### config.mk
export PLATFORM = sky130hd
export DESIGN_NAME = quad_bram_ctrl
export DESIGN_NICKNAME = d
export VERILOG_FILES = /design/src/logic/accel_geom_pkg.sv /design/src/logic/ctrl_pkg.sv /design/src/logic/quad_bram_ctrl.sv /design/src/logic/ce_exec_chain.sv /design/src/logic/seq_addr_gen.sv /design/src/logic/pfb_reader.sv /design/src/logic/job_sequencer.sv
export SDC_FILE = /design/constraint.sdc
export NUM_CORES = 1
export LEC_CHECK = 0
export BUFFER_PORTS_ARGS = -buffer_cell sky130_fd_sc_hd__buf_4
export CAP_MARGIN = 5
export CORE_AREA = 4 4 120 122
export CTS_CLUSTER_DIAMETER = 30
export DETAILED_ROUTE_END_ITERATION = 8
export DIE_AREA = 0 0 124 126
export PLACE_DENSITY = 0.53
export SLEW_MARGIN = 40
export SYNTH_ARGS = -nofsm -noshare
export SYNTH_HDL_FRONTEND = slang
export SYNTH_SLANG_ARGS = --single-unit
### constraint.sdc
create_clock -name clk -period 3.7 [get_ports clk]
set_clock_uncertainty 0.15 [all_clocks]
set_input_delay 0.37 -clock clk [delete_from_list [all_inputs] [get_ports clk]]
set_output_delay 0.37 -clock clk [all_outputs]
set_load 0.02 [all_outputs]
### src/logic/accel_geom_pkg.sv
package accel_geom_pkg;

    ////////////////////
    // Field widths
    ////////////////////

    // Row and column counts and indices
    parameter int DIM_WIDTH       = 9;
    parameter int SEQ_ADDR_WIDTH  = 12;
    parameter int PFB_COUNT_WIDTH = 9;

    ////////////////////
    // Default sizes
    ////////////////////

    parameter int DEFAULT_NUM_AWE        = 4;
    parameter int DEFAULT_CE_PER_AWE     = 2;
    parameter int DEFAULT_SEQ_RD_LATENCY = 3;
    parameter int DEFAULT_READS_PER_COL  = 5;

    // One job, 39 bits
    typedef struct packed {
        logic [DIM_WIDTH-1:0]       num_cols;   // last column index
        logic [DIM_WIDTH-1:0]       num_rows;   // last row index
        logic [SEQ_ADDR_WIDTH-1:0]  seq_len;    // wrap length, at least 1
        logic [PFB_COUNT_WIDTH-1:0] pfb_words;  // words per fetched row, at least 1
    } job_cfg_t;

endpackage
### src/logic/ctrl_pkg.sv
package ctrl_pkg;

    ////////////////////
    // Controller FSM
    ////////////////////

    typedef enum logic [2:0] {
        IDLE    = 3'd0,
        FETCH   = 3'd1,
        DRAIN   = 3'd2,
        EXECUTE = 3'd3,
        DONE    = 3'd4
    } ctrl_state_e;

    ////////////////////
    // Sequence BRAM port
    ////////////////////

    // Read request, 13 bits
    typedef struct packed {
        logic                                      rden;
        logic [accel_geom_pkg::SEQ_ADDR_WIDTH-1:0] addr;
    } seq_req_t;

endpackage

### src/logic/quad_bram_ctrl.sv
module quad_bram_ctrl #(
    parameter int NUM_AWE        = accel_geom_pkg::DEFAULT_NUM_AWE,
    parameter int CE_PER_AWE     = accel_geom_pkg::DEFAULT_CE_PER_AWE,
    parameter int SEQ_RD_LATENCY = accel_geom_pkg::DEFAULT_SEQ_RD_LATENCY,
    parameter int READS_PER_COL  = accel_geom_pkg::DEFAULT_READS_PER_COL,
    localparam int NUM_CE        = NUM_AWE * CE_PER_AWE
) (
    input  logic                     clk,
    input  logic                     rst,
    input  accel_geom_pkg::job_cfg_t cfg,
    input  logic                     job_start,
    output logic                     job_accept,
    output logic                     fetch_request,
    input  logic                     fetch_ack,
    input  logic                     fetch_complete,
    output logic                     pfb_rden,
    output ctrl_pkg::seq_req_t       seq_req,
    output logic [NUM_CE-1:0]        ce_execute,
    output logic                     job_complete,
    input  logic                     job_complete_ack
);

    accel_geom_pkg::job_cfg_t job_cfg;
    logic                     drain_start;
    logic                     drain_done;
    logic                     row_start;
    logic                     row_done;

    job_sequencer job_sequencer_inst (
        .clk              (clk),
        .rst              (rst),
        .cfg              (cfg),
        .job_start        (job_start),
        .fetch_ack        (fetch_ack),
        .fetch_complete   (fetch_complete),
        .drain_done       (drain_done),
        .row_done         (row_done),
        .job_complete_ack (job_complete_ack),
        .job_accept       (job_accept),
        .fetch_request    (fetch_request),
        .job_cfg          (job_cfg),
        .drain_start      (drain_start),
        .row_start        (row_start),
        .job_complete     (job_complete)
    );

    pfb_reader pfb_reader_inst (
        .clk         (clk),
        .rst         (rst),
        .drain_start (drain_start),
        .pfb_words   (job_cfg.pfb_words),
        .pfb_rden    (pfb_rden),
        .drain_done  (drain_done)
    );

    // Address restarts on every accepted job
    seq_addr_gen #(
        .READS_PER_COL (READS_PER_COL)
    ) seq_addr_gen_inst (
        .clk       (clk),
        .rst       (rst),
        .row_start (row_start),
        .num_cols  (job_cfg.num_cols),
        .seq_len   (job_cfg.seq_len),
        .job_begin (job_accept),
        .seq_req   (seq_req),
        .row_done  (row_done)
    );

    ce_exec_chain #(
        .NUM_CE         (NUM_CE),
        .SEQ_RD_LATENCY (SEQ_RD_LATENCY)
    ) ce_exec_chain_inst (
        .clk        (clk),
        .rst        (rst),
        .rden       (seq_req.rden),
        .ce_execute (ce_execute)
    );

endmodule

### src/logic/ce_exec_chain.sv
module ce_exec_chain #(
    parameter int NUM_CE         = accel_geom_pkg::DEFAULT_NUM_AWE
                                   * accel_geom_pkg::DEFAULT_CE_PER_AWE,
    parameter int SEQ_RD_LATENCY = accel_geom_pkg::DEFAULT_SEQ_RD_LATENCY
) (
    input  logic              clk,
    input  logic              rst,
    input  logic              rden,
    output logic [NUM_CE-1:0] ce_execute
);

    // Read latency stages first, then one stage per engine
    localparam int CHAIN_LEN = SEQ_RD_LATENCY + NUM_CE - 1;

    // Stage k holds rden delayed k+1 cycles
    logic [CHAIN_LEN-1:0] chain_q;

    always_ff @(posedge clk) begin
        if (rst) begin
            chain_q <= '0;
        end else begin
            chain_q[0] <= rden;
            for (int i = 1; i < CHAIN_LEN; i++) begin
                chain_q[i] <= chain_q[i-1];
            end
        end
    end

    // Engine 0 taps the end of the latency line
    assign ce_execute = chain_q[CHAIN_LEN-1 -: NUM_CE];

    ////////////////////
    // Checks
    ////////////////////

    // Every sequence read reaches engine 0 after the read latency
    a_exec_latency: assert property (
        @(posedge clk) disable iff (rst) $past(rden, SEQ_RD_LATENCY) |-> ce_execute[0]
    );

endmodule

### src/logic/seq_addr_gen.sv
module seq_addr_gen #(
    parameter int READS_PER_COL = accel_geom_pkg::DEFAULT_READS_PER_COL
) (
    input  logic                                      clk,
    input  logic                                      rst,
    input  logic                                      row_start,
    input  logic [accel_geom_pkg::DIM_WIDTH-1:0]      num_cols,
    input  logic [accel_geom_pkg::SEQ_ADDR_WIDTH-1:0] seq_len,
    input  logic                                      job_begin,
    output ctrl_pkg::seq_req_t                        seq_req,
    output logic                                      row_done
);

    localparam int RD_CNT_WIDTH = $clog2(READS_PER_COL + 1);

    logic [RD_CNT_WIDTH-1:0]              rd_cnt;
    logic [accel_geom_pkg::DIM_WIDTH-1:0] col;
    logic                                 col_last_rd;
    logic                                 row_last_rd;

    assign col_last_rd = (rd_cnt == RD_CNT_WIDTH'(READS_PER_COL - 1));
    assign row_last_rd = col_last_rd && (col == num_cols);

    ////////////////////
    // Row read window
    ////////////////////

    // Fixed number of reads per output column, then next column
    always_ff @(posedge clk) begin
        if (rst) begin
            rd_cnt       <= '0;
            col          <= '0;
            seq_req.rden <= 1'b0;
            row_done     <= 1'b0;
        end else begin
            row_done <= 1'b0;
            if (row_start) begin
                rd_cnt       <= '0;
                col          <= '0;
                seq_req.rden <= 1'b1;
            end else if (seq_req.rden) begin
                if (col_last_rd) begin
                    rd_cnt <= '0;
                    col    <= col + 1'b1;
                end else begin
                    rd_cnt <= rd_cnt + 1'b1;
                end
                if (row_last_rd) begin
                    seq_req.rden <= 1'b0;
                    row_done     <= 1'b1;
                end
            end
        end
    end

    ////////////////////
    // Sequence address
    ////////////////////

    // Wraps at seq_len and runs on across rows of one job
    always_ff @(posedge clk) begin
        if (rst || job_begin) begin
            seq_req.addr <= '0;
        end else if (seq_req.rden) begin
            if (seq_req.addr == seq_len - 1'b1) begin
                seq_req.addr <= '0;
            end else begin
                seq_req.addr <= seq_req.addr + 1'b1;
            end
        end
    end

    // Read address must lie inside the sequence table
    a_addr_in_range: assert property (
        @(posedge clk) disable iff (rst) seq_req.rden |-> seq_req.addr < seq_len
    );

endmodule

### src/logic/pfb_reader.sv
module pfb_reader (
    input  logic                                       clk,
    input  logic                                       rst,
    input  logic                                       drain_start,
    input  logic [accel_geom_pkg::PFB_COUNT_WIDTH-1:0] pfb_words,
    output logic                                       pfb_rden,
    output logic                                       drain_done
);

    // Words still to read, including the one strobed this cycle
    logic [accel_geom_pkg::PFB_COUNT_WIDTH-1:0] count;

    ////////////////////
    // Drain countdown
    ////////////////////

    always_ff @(posedge clk) begin
        if (rst) begin
            count      <= '0;
            pfb_rden   <= 1'b0;
            drain_done <= 1'b0;
        end else begin
            drain_done <= 1'b0;
            if (drain_start) begin
                count    <= pfb_words;
                pfb_rden <= 1'b1;
            end else if (pfb_rden) begin
                count    <= count - 1'b1;
                // Keep reading while more than this word remains
                pfb_rden <= (count > 1);
                if (count == 1) begin
                    drain_done <= 1'b1;
                end
            end
        end
    end

    ////////////////////
    // Checks
    ////////////////////

    // Catches a zero pfb_words or a restart mid-drain
    a_no_empty_read: assert property (
        @(posedge clk) disable iff (rst) pfb_rden |-> count != '0
    );

endmodule

### src/logic/job_sequencer.sv
module job_sequencer (
    input  logic                     clk,
    input  logic                     rst,
    input  accel_geom_pkg::job_cfg_t cfg,
    input  logic                     job_start,
    input  logic                     fetch_ack,
    input  logic                     fetch_complete,
    input  logic                     drain_done,
    input  logic                     row_done,
    input  logic                     job_complete_ack,
    output logic                     job_accept,
    output logic                     fetch_request,
    output accel_geom_pkg::job_cfg_t job_cfg,
    output logic                     drain_start,
    output logic                     row_start,
    output logic                     job_complete
);

    ctrl_pkg::ctrl_state_e                 state;
    logic [accel_geom_pkg::DIM_WIDTH-1:0]  row;
    logic                                  fetch_acked;

    ////////////////////
    // Job configuration
    ////////////////////

    // Captured once per job so the host may reload cfg
    always_ff @(posedge clk) begin
        if (state == ctrl_pkg::IDLE && job_start) begin
            job_cfg <= cfg;
        end
    end

    ////////////////////
    // Main FSM
    ////////////////////

    always_ff @(posedge clk) begin
        if (rst) begin
            state         <= ctrl_pkg::IDLE;
            row           <= '0;
            fetch_acked   <= 1'b0;
            job_accept    <= 1'b0;
            fetch_request <= 1'b0;
            drain_start   <= 1'b0;
            row_start     <= 1'b0;
            job_complete  <= 1'b0;
        end else begin
            // Strobes last one cycle
            job_accept  <= 1'b0;
            drain_start <= 1'b0;
            row_start   <= 1'b0;

            case (state)
                ctrl_pkg::IDLE: begin
                    if (job_start) begin
                        job_accept    <= 1'b1;
                        fetch_request <= 1'b1;
                        row           <= '0;
                        state         <= ctrl_pkg::FETCH;
                    end
                end

                ctrl_pkg::FETCH: begin
                    // Request drops the cycle after the ack
                    if (fetch_ack && !fetch_acked) begin
                        fetch_request <= 1'b0;
                        fetch_acked   <= 1'b1;
                    end
                    // Completion counts only once the fetch was acked
                    if (fetch_complete && (fetch_acked || fetch_ack)) begin
                        fetch_request <= 1'b0;
                        fetch_acked   <= 1'b0;
                        drain_start   <= 1'b1;
                        state         <= ctrl_pkg::DRAIN;
                    end
                end

                ctrl_pkg::DRAIN: begin
                    if (drain_done) begin
                        row_start <= 1'b1;
                        state     <= ctrl_pkg::EXECUTE;
                    end
                end

                ctrl_pkg::EXECUTE: begin
                    if (row_done) begin
                        if (row == job_cfg.num_rows) begin
                            job_complete <= 1'b1;
                            state        <= ctrl_pkg::DONE;
                        end else begin
                            // Next input row, strictly after this one
                            row           <= row + 1'b1;
                            fetch_request <= 1'b1;
                            state         <= ctrl_pkg::FETCH;
                        end
                    end
                end

                ctrl_pkg::DONE: begin
                    if (job_complete_ack) begin
                        job_complete <= 1'b0;
                        state        <= ctrl_pkg::IDLE;
                    end
                end

                default: begin
                    state <= ctrl_pkg::IDLE;
                end
            endcase
        end
    end

    ////////////////////
    // Checks
    ////////////////////

    // Fetch and completion handshakes never overlap
    a_req_exclusive: assert property (
        @(posedge clk) disable iff (rst) !(fetch_request && job_complete)
    );

    // Sequence reads end only while a row executes
    a_row_done_in_exec: assert property (
        @(posedge clk) disable iff (rst) row_done |-> state == ctrl_pkg::EXECUTE
    );

endmodule

==> results of run 1 <==
## metal layers
| metal | GRT usage (%) | vias to the layer above | part of all wire, % |
|---|---|---|---|
| met3 | 3.77 | 11 | 5.4 |
| li1 | - | 1697 | - |
| met2 | 20.3 | 70 | 48 |
| met1 | 15.7 | 1569 | 45 |
| met5 | 0 | - | 0 |
| met4 | 4.45 | 0 | 1.7 |
## cells in the final DEF, fill, tap and decap left out, types with 9 or more instances in the layout
cell       synthesis  routed
a21oi_1           25      25
buf_4              9      70
clkbuf_16          0      10
dfxtp_1           65      65
edfxtp_1          39      39
inv_1             15      14
nand2_1           20      20
nand3_1           12      12
nand4_1           12      12
nor2_1            61      61
nor2b_1           14      14
nor3_1             9       9
o21ai_0           10      10
xnor2_1           38      38
xor2_1            19      19
## registers in the layout, summed over array words and instances, names as in the netlist, 3 cells and up
signal                      cells
seq_addr_gen_inst.rd_cnt        3
job_sequencer_inst.row          9
job_sequencer_inst.job_cfg     39
seq_addr_gen_inst.col           9
pfb_reader_inst.count           9
seq_addr_gen_inst.seq_req      13
ce_exec_chain_inst.chain_q     10
job_sequencer_inst.state        3
## final timing paths
check | startpoint | end | slack [ns] | depth (start not counted)
worst max-delay path | job_sequencer_inst.job_cfg[9]$_DFFE_PP_ | seq_addr_gen_inst.seq_req[4]$_SDFFE_PP0P_ | 1.02 | 8
worst min register to register | ce_exec_chain_inst.chain_q[0]$_SDFF_PP0_ | ce_exec_chain_inst.chain_q[1]$_SDFF_PP0_ | 0.31 | 1
worst max register to register | job_sequencer_inst.job_cfg[9]$_DFFE_PP_ | seq_addr_gen_inst.seq_req[4]$_SDFFE_PP0P_ | 1.02 | 8
worst min-delay path | cfg[27] | job_sequencer_inst.job_cfg[27]$_DFFE_PP_ | 0.04 | 1
## cell type report
type,instances,share of cell area [%]
timing repair buffer,71,9.80
sequential,104,44.4
clock buffer,10,4.50
tap,176,3.96
clock inverter,6,0.810
inverter,15,1.01
multi-input combinational,308,35.5
## metrics by stage
stage | hold slack (ns) | power (mW) | std cells | instance area, sq um | worst slack (ns)
3_3_place_gp | 0.294 | 1.94 | 674 | 5270 | 1.08
4_1_cts | 0.0226 | 2.91 | 690 | 5560 | 0.997
6_report | 0.0402 | 2.86 | 690 | 5560 | 1.02
2_1_floorplan | 0.264 | 1.79 | 450 | 4620 | 1.24
3_5_place_dp | 0.307 | 1.94 | 674 | 5270 | 1.01
5_1_grt | 0.0174 | 3.03 | 690 | 5560 | 0.830
## Yosys cell counts, types with 3 or more instances
| master | n |
|---|---|
| nor4_1 | 6 |
| o211ai_1 | 3 |
| edfxtp_1 | 39 |
| mux2i_1 | 6 |
| ha_1 | 8 |
| nand2_1 | 20 |
| a31oi_1 | 5 |
| xnor2_1 | 38 |
| inv_1 | 15 |
| o21ai_0 | 10 |
| nor3_1 | 9 |
| nor2b_1 | 14 |
| nand3_1 | 12 |
| or3_1 | 8 |
| xor2_1 | 19 |
| a21oi_1 | 25 |
| dfxtp_1 | 65 |
| a211oi_1 | 5 |
| nand2b_1 | 5 |
| nand3b_1 | 3 |
| clkbuf_1 | 14 |
| nor2_1 | 61 |
| and3_1 | 6 |
| nand4_1 | 12 |
| buf_4 | 9 |
## critical path: cells and delay by family, from the launching register on
family          cells  cell delay [ns]
flops               1             0.46
buf+inv             1             0.09
fa+ha+maj           1             0.23
compound gates      2             0.49
simple gates        4             1.16
## logic make-up after synthesis
group / Yosys count / share of synthesized area [%]
flops: 104 / 53.5
compound gates: 65 / 9.18
fa+ha+maj: 8 / 2.17
buf+inv: 38 / 3.82
simple gates: 172 / 19.3
xor+xnor: 57 / 10.8
mux: 6 / 1.30
## power groups by stage
| stage | registers, mW | logic (mW) | clock network, mW |
|---|---|---|---|
| 2_1_floorplan | 1.44 | 0.350 | 0 |
| 3_3_place_gp | 1.47 | 0.469 | 0 |
| 3_5_place_dp | 1.47 | 0.473 | 0 |
| 4_1_cts | 1.44 | 0.478 | 0.988 |
| 5_1_grt | 1.46 | 0.532 | 1.03 |
| 6_report | 1.44 | 0.467 | 0.947 |
==> results.json, run 1 <==
{
  "grt_max_degree": 38,
  "fin_nets": 562,
  "ys_async_sr_fraction_pct": 0,
  "register_area_sq_um": 2470,
  "end_kind": "register",
  "crit_type": "register to register",
  "slew_viol_final": 0,
  "clkSinkCount": 104,
  "cp_cell_sequence": "inv_1, ha_1, or4b_4, o21ai_2, nand4_1, or3_4, o31ai_4, nor2_1",
  "nFillCells": 1291,
  "place_congestion": 0.822,
  "die_area_sq_um": 15600,
  "fmax_mhz": 373,
  "final_util_pct": 42.2,
  "core_area_sq_um": 13200,
  "syn_area_sq_um": 4620,
  "yosys_warnings": 0,
  "antenna_cells": 0,
  "drive_gt1_share_pct": 19.1,
  "drcViolationCount": 0,
  "worst_pin_slew_ns": 0.681,
  "synth_nets": 503,
  "synth.top_cell.area_share_pct": 28.1,
  "slowest_stage": "or4b_4",
  "p_leak_nw": 2.03,
  "arrival_ns": 2.75,
  "clkPwrFrac_pct": 33.1,
  "ir_drop_mv": 0.279,
  "root_buffer": "clkbuf_16",
  "drv_cap": 0,
  "insertion_delay_ns": 0.35,
  "setup-violations-final": 0,
  "htreeDepth": 3,
  "synth_ff_type": "dfxtp_1",
  "hp-class": "input pin to register",
  "fp.dieW_um": 124,
  "syn2layout_area_growth_pct": 20.4,
  "switching_share_pct": 28.0,
  "firstDrtPassIters": 5,
  "synth_edf_count": 39,
  "p_per_area_nw_per_um2": 514,
  "grt_first_pass_wirelength_um": 15500,
  "start_util_pct": 35.1,
  "hpwlAfterDp_um": 6500,
  "drtAntennaViolNets": 0,
  "yosysSeqAreaShare_pct": 53.5,
  "relSlewSlack_pct": 54.3,
  "vias_per_cell": 4.85,
  "synthTopCellsByArea": "dfxtp_1 (28%), edfxtp_1 (25%), xnor2_1 (7.2%)",
  "netSwitchingPower_mw": 0.800,
  "cts_resized": 0,
  "drt_iter0_drc": 169,
  "cts_buffers": 9,
  "grt_overflow": 0,
  "rsz0062_at_grt": "no",
  "ys_types": 53,
  "p_int_mw": 2.06,
  "io_pins": 70,
  "antenna_found_initial": 0,
  "routedWlPerCell_um": 13.3,
  "cts.path.max_buffers": 2,
  "period_share_pct": 72.5,
  "cts_hold_buf": 0,
  "cts_setup_buffers": 0,
  "clk_pin_slew_worst_paths_ns": 0.07,
  "critPathMaxFanout": 8,
  "seq_power_share_pct": 50.5,
  "multiInputGateArea_sq_um": 1970,
  "wirelength_um": 9190,
  "grt_pass1_vias": 3274,
  "synth_top_cell_by_area": "dfxtp_1",
  "pwr-share-comb_pct": 16.3,
  "hold_viol": 0,
  "io_buffer_count": 69,
  "fin_crit_ns": 2.68,
  "outcome": "complete, no violations",
  "ys_ff_latch": 104,
  "die_y_um": 126,
  "cpPeakStageDelay_ns": 0.51,
  "grt_usage_pct": 12.5,
  "setup_tns_ns": 0,
  "crit_required_ns": 3.77,
  "tritoncts": "done",
  "synthCells": 450,
  "dr_total_vias": 3347,
  "rows": 42,
  "critPathLaunchType": "register",
  "syn_area_per_cell_sq_um": 10.3
}
No activity file was read; power rests on OpenSTA's default activity.
==> run 2: changes to the inputs <==
--- a/config.mk
+++ b/config.mk
@@ -5,13 +5,14 @@
 export SDC_FILE = /design/constraint.sdc
 export NUM_CORES = 1
 export LEC_CHECK = 0
+export ABC_AREA = 1
 export BUFFER_PORTS_ARGS = -buffer_cell sky130_fd_sc_hd__buf_4
 export CAP_MARGIN = 5
-export CORE_AREA = 4 4 120 122
+export CORE_AREA = 4 4 124 126
 export CTS_CLUSTER_DIAMETER = 30
 export DETAILED_ROUTE_END_ITERATION = 8
-export DIE_AREA = 0 0 124 126
-export PLACE_DENSITY = 0.53
+export DIE_AREA = 0 0 128 130
+export PLACE_DENSITY = 0.52
 export SLEW_MARGIN = 40
 export SYNTH_ARGS = -nofsm -noshare
 export SYNTH_HDL_FRONTEND = slang
==> constraint.sdc (replaced) <==
create_clock -name clk -period 2.5 [get_ports clk]
set_clock_uncertainty 0.15 [all_clocks]
set_input_delay 0.25 -clock clk [delete_from_list [all_inputs] [get_ports clk]]
set_output_delay 0.25 -clock clk [all_outputs]
set_load 0.02 [all_outputs]
==> results.json, run 2 <==
{
  "hp-class": "input pin to register",
  "synthTopCellsByArea": "dfxtp_1 (27%), edfxtp_1 (24%), nand2_1 (10%)",
  "setup_tns_ns": 0,
  "cts.path.max_buffers": 2,
  "cts_buffers": 9,
  "yosys_warnings": 0,
  "root_buffer": "clkbuf_16",
  "grt_busiest_layer": "met2",
  "tritoncts": "done",
  "yosysSeqAreaShare_pct": 50.5,
  "clk_pin_slew_worst_paths_ns": 0.07,
  "htreeDepth": 3,
  "antenna_found_initial": 0,
  "insertion_delay_ns": 0.35,
  "ys_async_sr_fraction_pct": 0,
  "final_cell_mix": "nand2_1 (135), inv_1 (79), nor2_1 (76)",
  "relSlewSlack_pct": 62.6,
  "layout_commonest_cell": "nand2_1",
  "grt_pass1_vias": 4000,
  "worst-path-buf-inv": 2,
  "drtAntennaViolNets": 0,
  "slowest_stage": "edfxtp_1",
  "syn_area_per_cell_sq_um": 8.21,
  "antenna_cells": 0,
  "p_per_area_nw_per_um2": 698,
  "synth_edf_count": 39,
  "drv_cap": 0,
  "outcome": "complete, no violations",
  "critPathMaxFanout": 11,
  "wirelength_um": 10600,
  "drive_gt1_share_pct": 15.8,
  "grt_max_degree": 34,
  "synthCells": 596,
  "cts_resized": 0,
  "slew_viol_final": 0,
  "largest_reg_flops": 39,
  "synth.top_cell.area_share_pct": 26.6,
  "clkSinkCount": 104,
  "synth_nets": 649,
  "grt_usage_pct": 13.5,
  "fin_nets": 757,
  "drt_iter0_drc": 211,
  "largest-register": "job_sequencer_inst.job_cfg",
  "yosysMostFrequentCell": "nand2_1",
  "grt_overflow": 0,
  "synthTopCellsByCount": "nand2_1 (135), inv_1 (79), nor2_1 (76)",
  "core_area_sq_um": 14300,
  "post-place-ws_ns": 0.365,
  "crit_required_ns": 2.58,
  "start_util_pct": 34.2,
  "drcViolationCount": 0,
  "holdWs_ns": 0.0673,
  "timing.final.ws_setup_ns": 0.350,
  "syn_area_sq_um": 4900,
  "syn2layout_area_growth_pct": 27.3,
  "synth_ff_type": "dfxtp_1",
  "cpPeakStageDelay_ns": 0.38,
  "ys_ff_latch": 104,
  "critPathLaunchType": "register",
  "rows": 44,
  "hpwlAfterDp_um": 7790,
  "stdcell_area_sq_um": 6230,
  "rsz0062_at_grt": "no",
  "place_congestion": 0.877,
  "grtUsageMet2_pct": 23.0,
  "end_kind": "register",
  "die_y_um": 130,
  "crit_type": "register to register",
  "worst_pin_slew_ns": 0.559,
  "cp_cell_sequence": "inv_1, ha_1, nand2_1, inv_2, nand2_1, nand2_1, nand2_1, nor2_1, nand3_1, nor2_1, nand3_1, nand2_1, nor2_1",
  "reg_top3": "job_sequencer_inst.job_cfg: 39 flops, seq_addr_gen_inst.seq_req: 13 flops, ce_exec_chain_inst.chain_q: 10 flops",
  "use_met3_pct": 4.38,
  "synth_top_cell_by_area": "dfxtp_1",
  "critPathTopFamily": "simple AND/OR/NAND/NOR gates",
  "ir_drop_mv": 0.362,
  "die_area_sq_um": 16600,
  "arrival_ns": 2.22,
  "hold_viol": 0,
  "dpl-instance-area_sq_um": 5560,
  "firstDrtPassIters": 4,
  "p_leak_nw": 2.49,
  "cp_common_cell": "nand2_1",
  "final_util_pct": 43.6,
  "routedWlPerCell_um": 11.8,
  "io_pins": 70,
  "vias_per_cell": 4.57,
  "dr_total_vias": 4080,
  "io_buffer_count": 69,
  "setup-violations-final": 0,
  "fmax_mhz": 465,
  "fin_crit_ns": 2.15,
  "grt_first_pass_wirelength_um": 18100,
  "fp.dieW_um": 128,
  "ys_types": 45,
  "grtUsageMet1_pct": 16.4,
  "period_share_pct": 86.0
}
==> run 2: cell types whose count changed after synthesis, sizes merged, moves of 13 or more <==
cell and delta:
xnor2 -24, nor2b -14, o21ai +13, nand3 +14, nor2 +23, inv +69
nand2 +120
==> run 2: logic make-up (layout without fill, tap and decap cells) <==
kind of cell / count (synthesis) / in the layout / synth area share [%]
and+or+nand+nor: 283 / 283 / 25.4
adders and majority gates: 8 / 8 / 2.04
AOI/OAI and AO/OA: 77 / 77 / 8.82
DFF: 104 / 104 / 50.5
buffers and inverters: 99 / 212 / 8.74
xor gates and xnor gates: 25 / 25 / 4.47
==> run 2: what timing repair did <==
action / 4_1_cts / 5_1_grt
hold endpoints to repair: 40 / 0
hold buffers: 40 / 0
buffers inserted: 0 / 0
==> run 2: layer usage <==
| metal | part of all wire, % | vias to the layer above |
|---|---|---|
| met1 | 44 | 1856 |
| met3 | 4.8 | 11 |
| met5 | 0 | - |
| met4 | 1.2 | 0 |
| li1 | - | 2135 |
| met2 | 50 | 78 |
==> run 2: tightest hold or removal path: stages <==
cell     delay [ns]
buf_4          0.08
inv_1          0.04
nand2_1        0.07
a31oi_1        0.08
==> run 2: path summary, 6_finish.rpt <==
kind,start,end,slack [ns],cells after the start
hold reg to reg,ce_exec_chain_inst.chain_q[0]$_SDFF_PP0_,ce_exec_chain_inst.chain_q[1]$_SDFF_PP0_,0.27,2
setup reg to reg,job_sequencer_inst.job_cfg[9]$_DFFE_PP_,seq_addr_gen_inst.seq_req[5]$_SDFFE_PP0P_,0.35,13
setup / recovery,job_sequencer_inst.job_cfg[9]$_DFFE_PP_,seq_addr_gen_inst.seq_req[5]$_SDFFE_PP0P_,0.35,13
hold / removal,job_complete_ack,job_sequencer_inst.job_complete$_SDFFE_PP0P_,0.07,4
==> run 2: power by group <==
part	leakage, nW	internal (mW)	switching, mW
Combinational	1.46	0.336	0.591
Clock	0.133	0.680	0.639
Sequential	0.892	2.00	0.110
Total	2.49	3.01	1.34
==> run 2: stage by stage <==
| stage | instances | power (mW) |
|---|---|---|
| 2_1_floorplan | 596 | 2.75 |
| 3_3_place_gp | 837 | 3.02 |
| 3_5_place_dp | 837 | 3.04 |
| 4_1_cts | 893 | 4.44 |
| 5_1_grt | 893 | 4.63 |
| 6_report | 893 | 4.35 |
==> run 2: final cells by class <==
type | count | area (sq um)
clock buffers | 10 | 229
clock inverters | 6 | 43.8
flip-flops and latches | 104 | 2470
repair buffers | 112 | 941
multi-input cells | 393 | 2000
fillers | 1434 | 8080
well taps | 184 | 230
inverters | 84 | 323
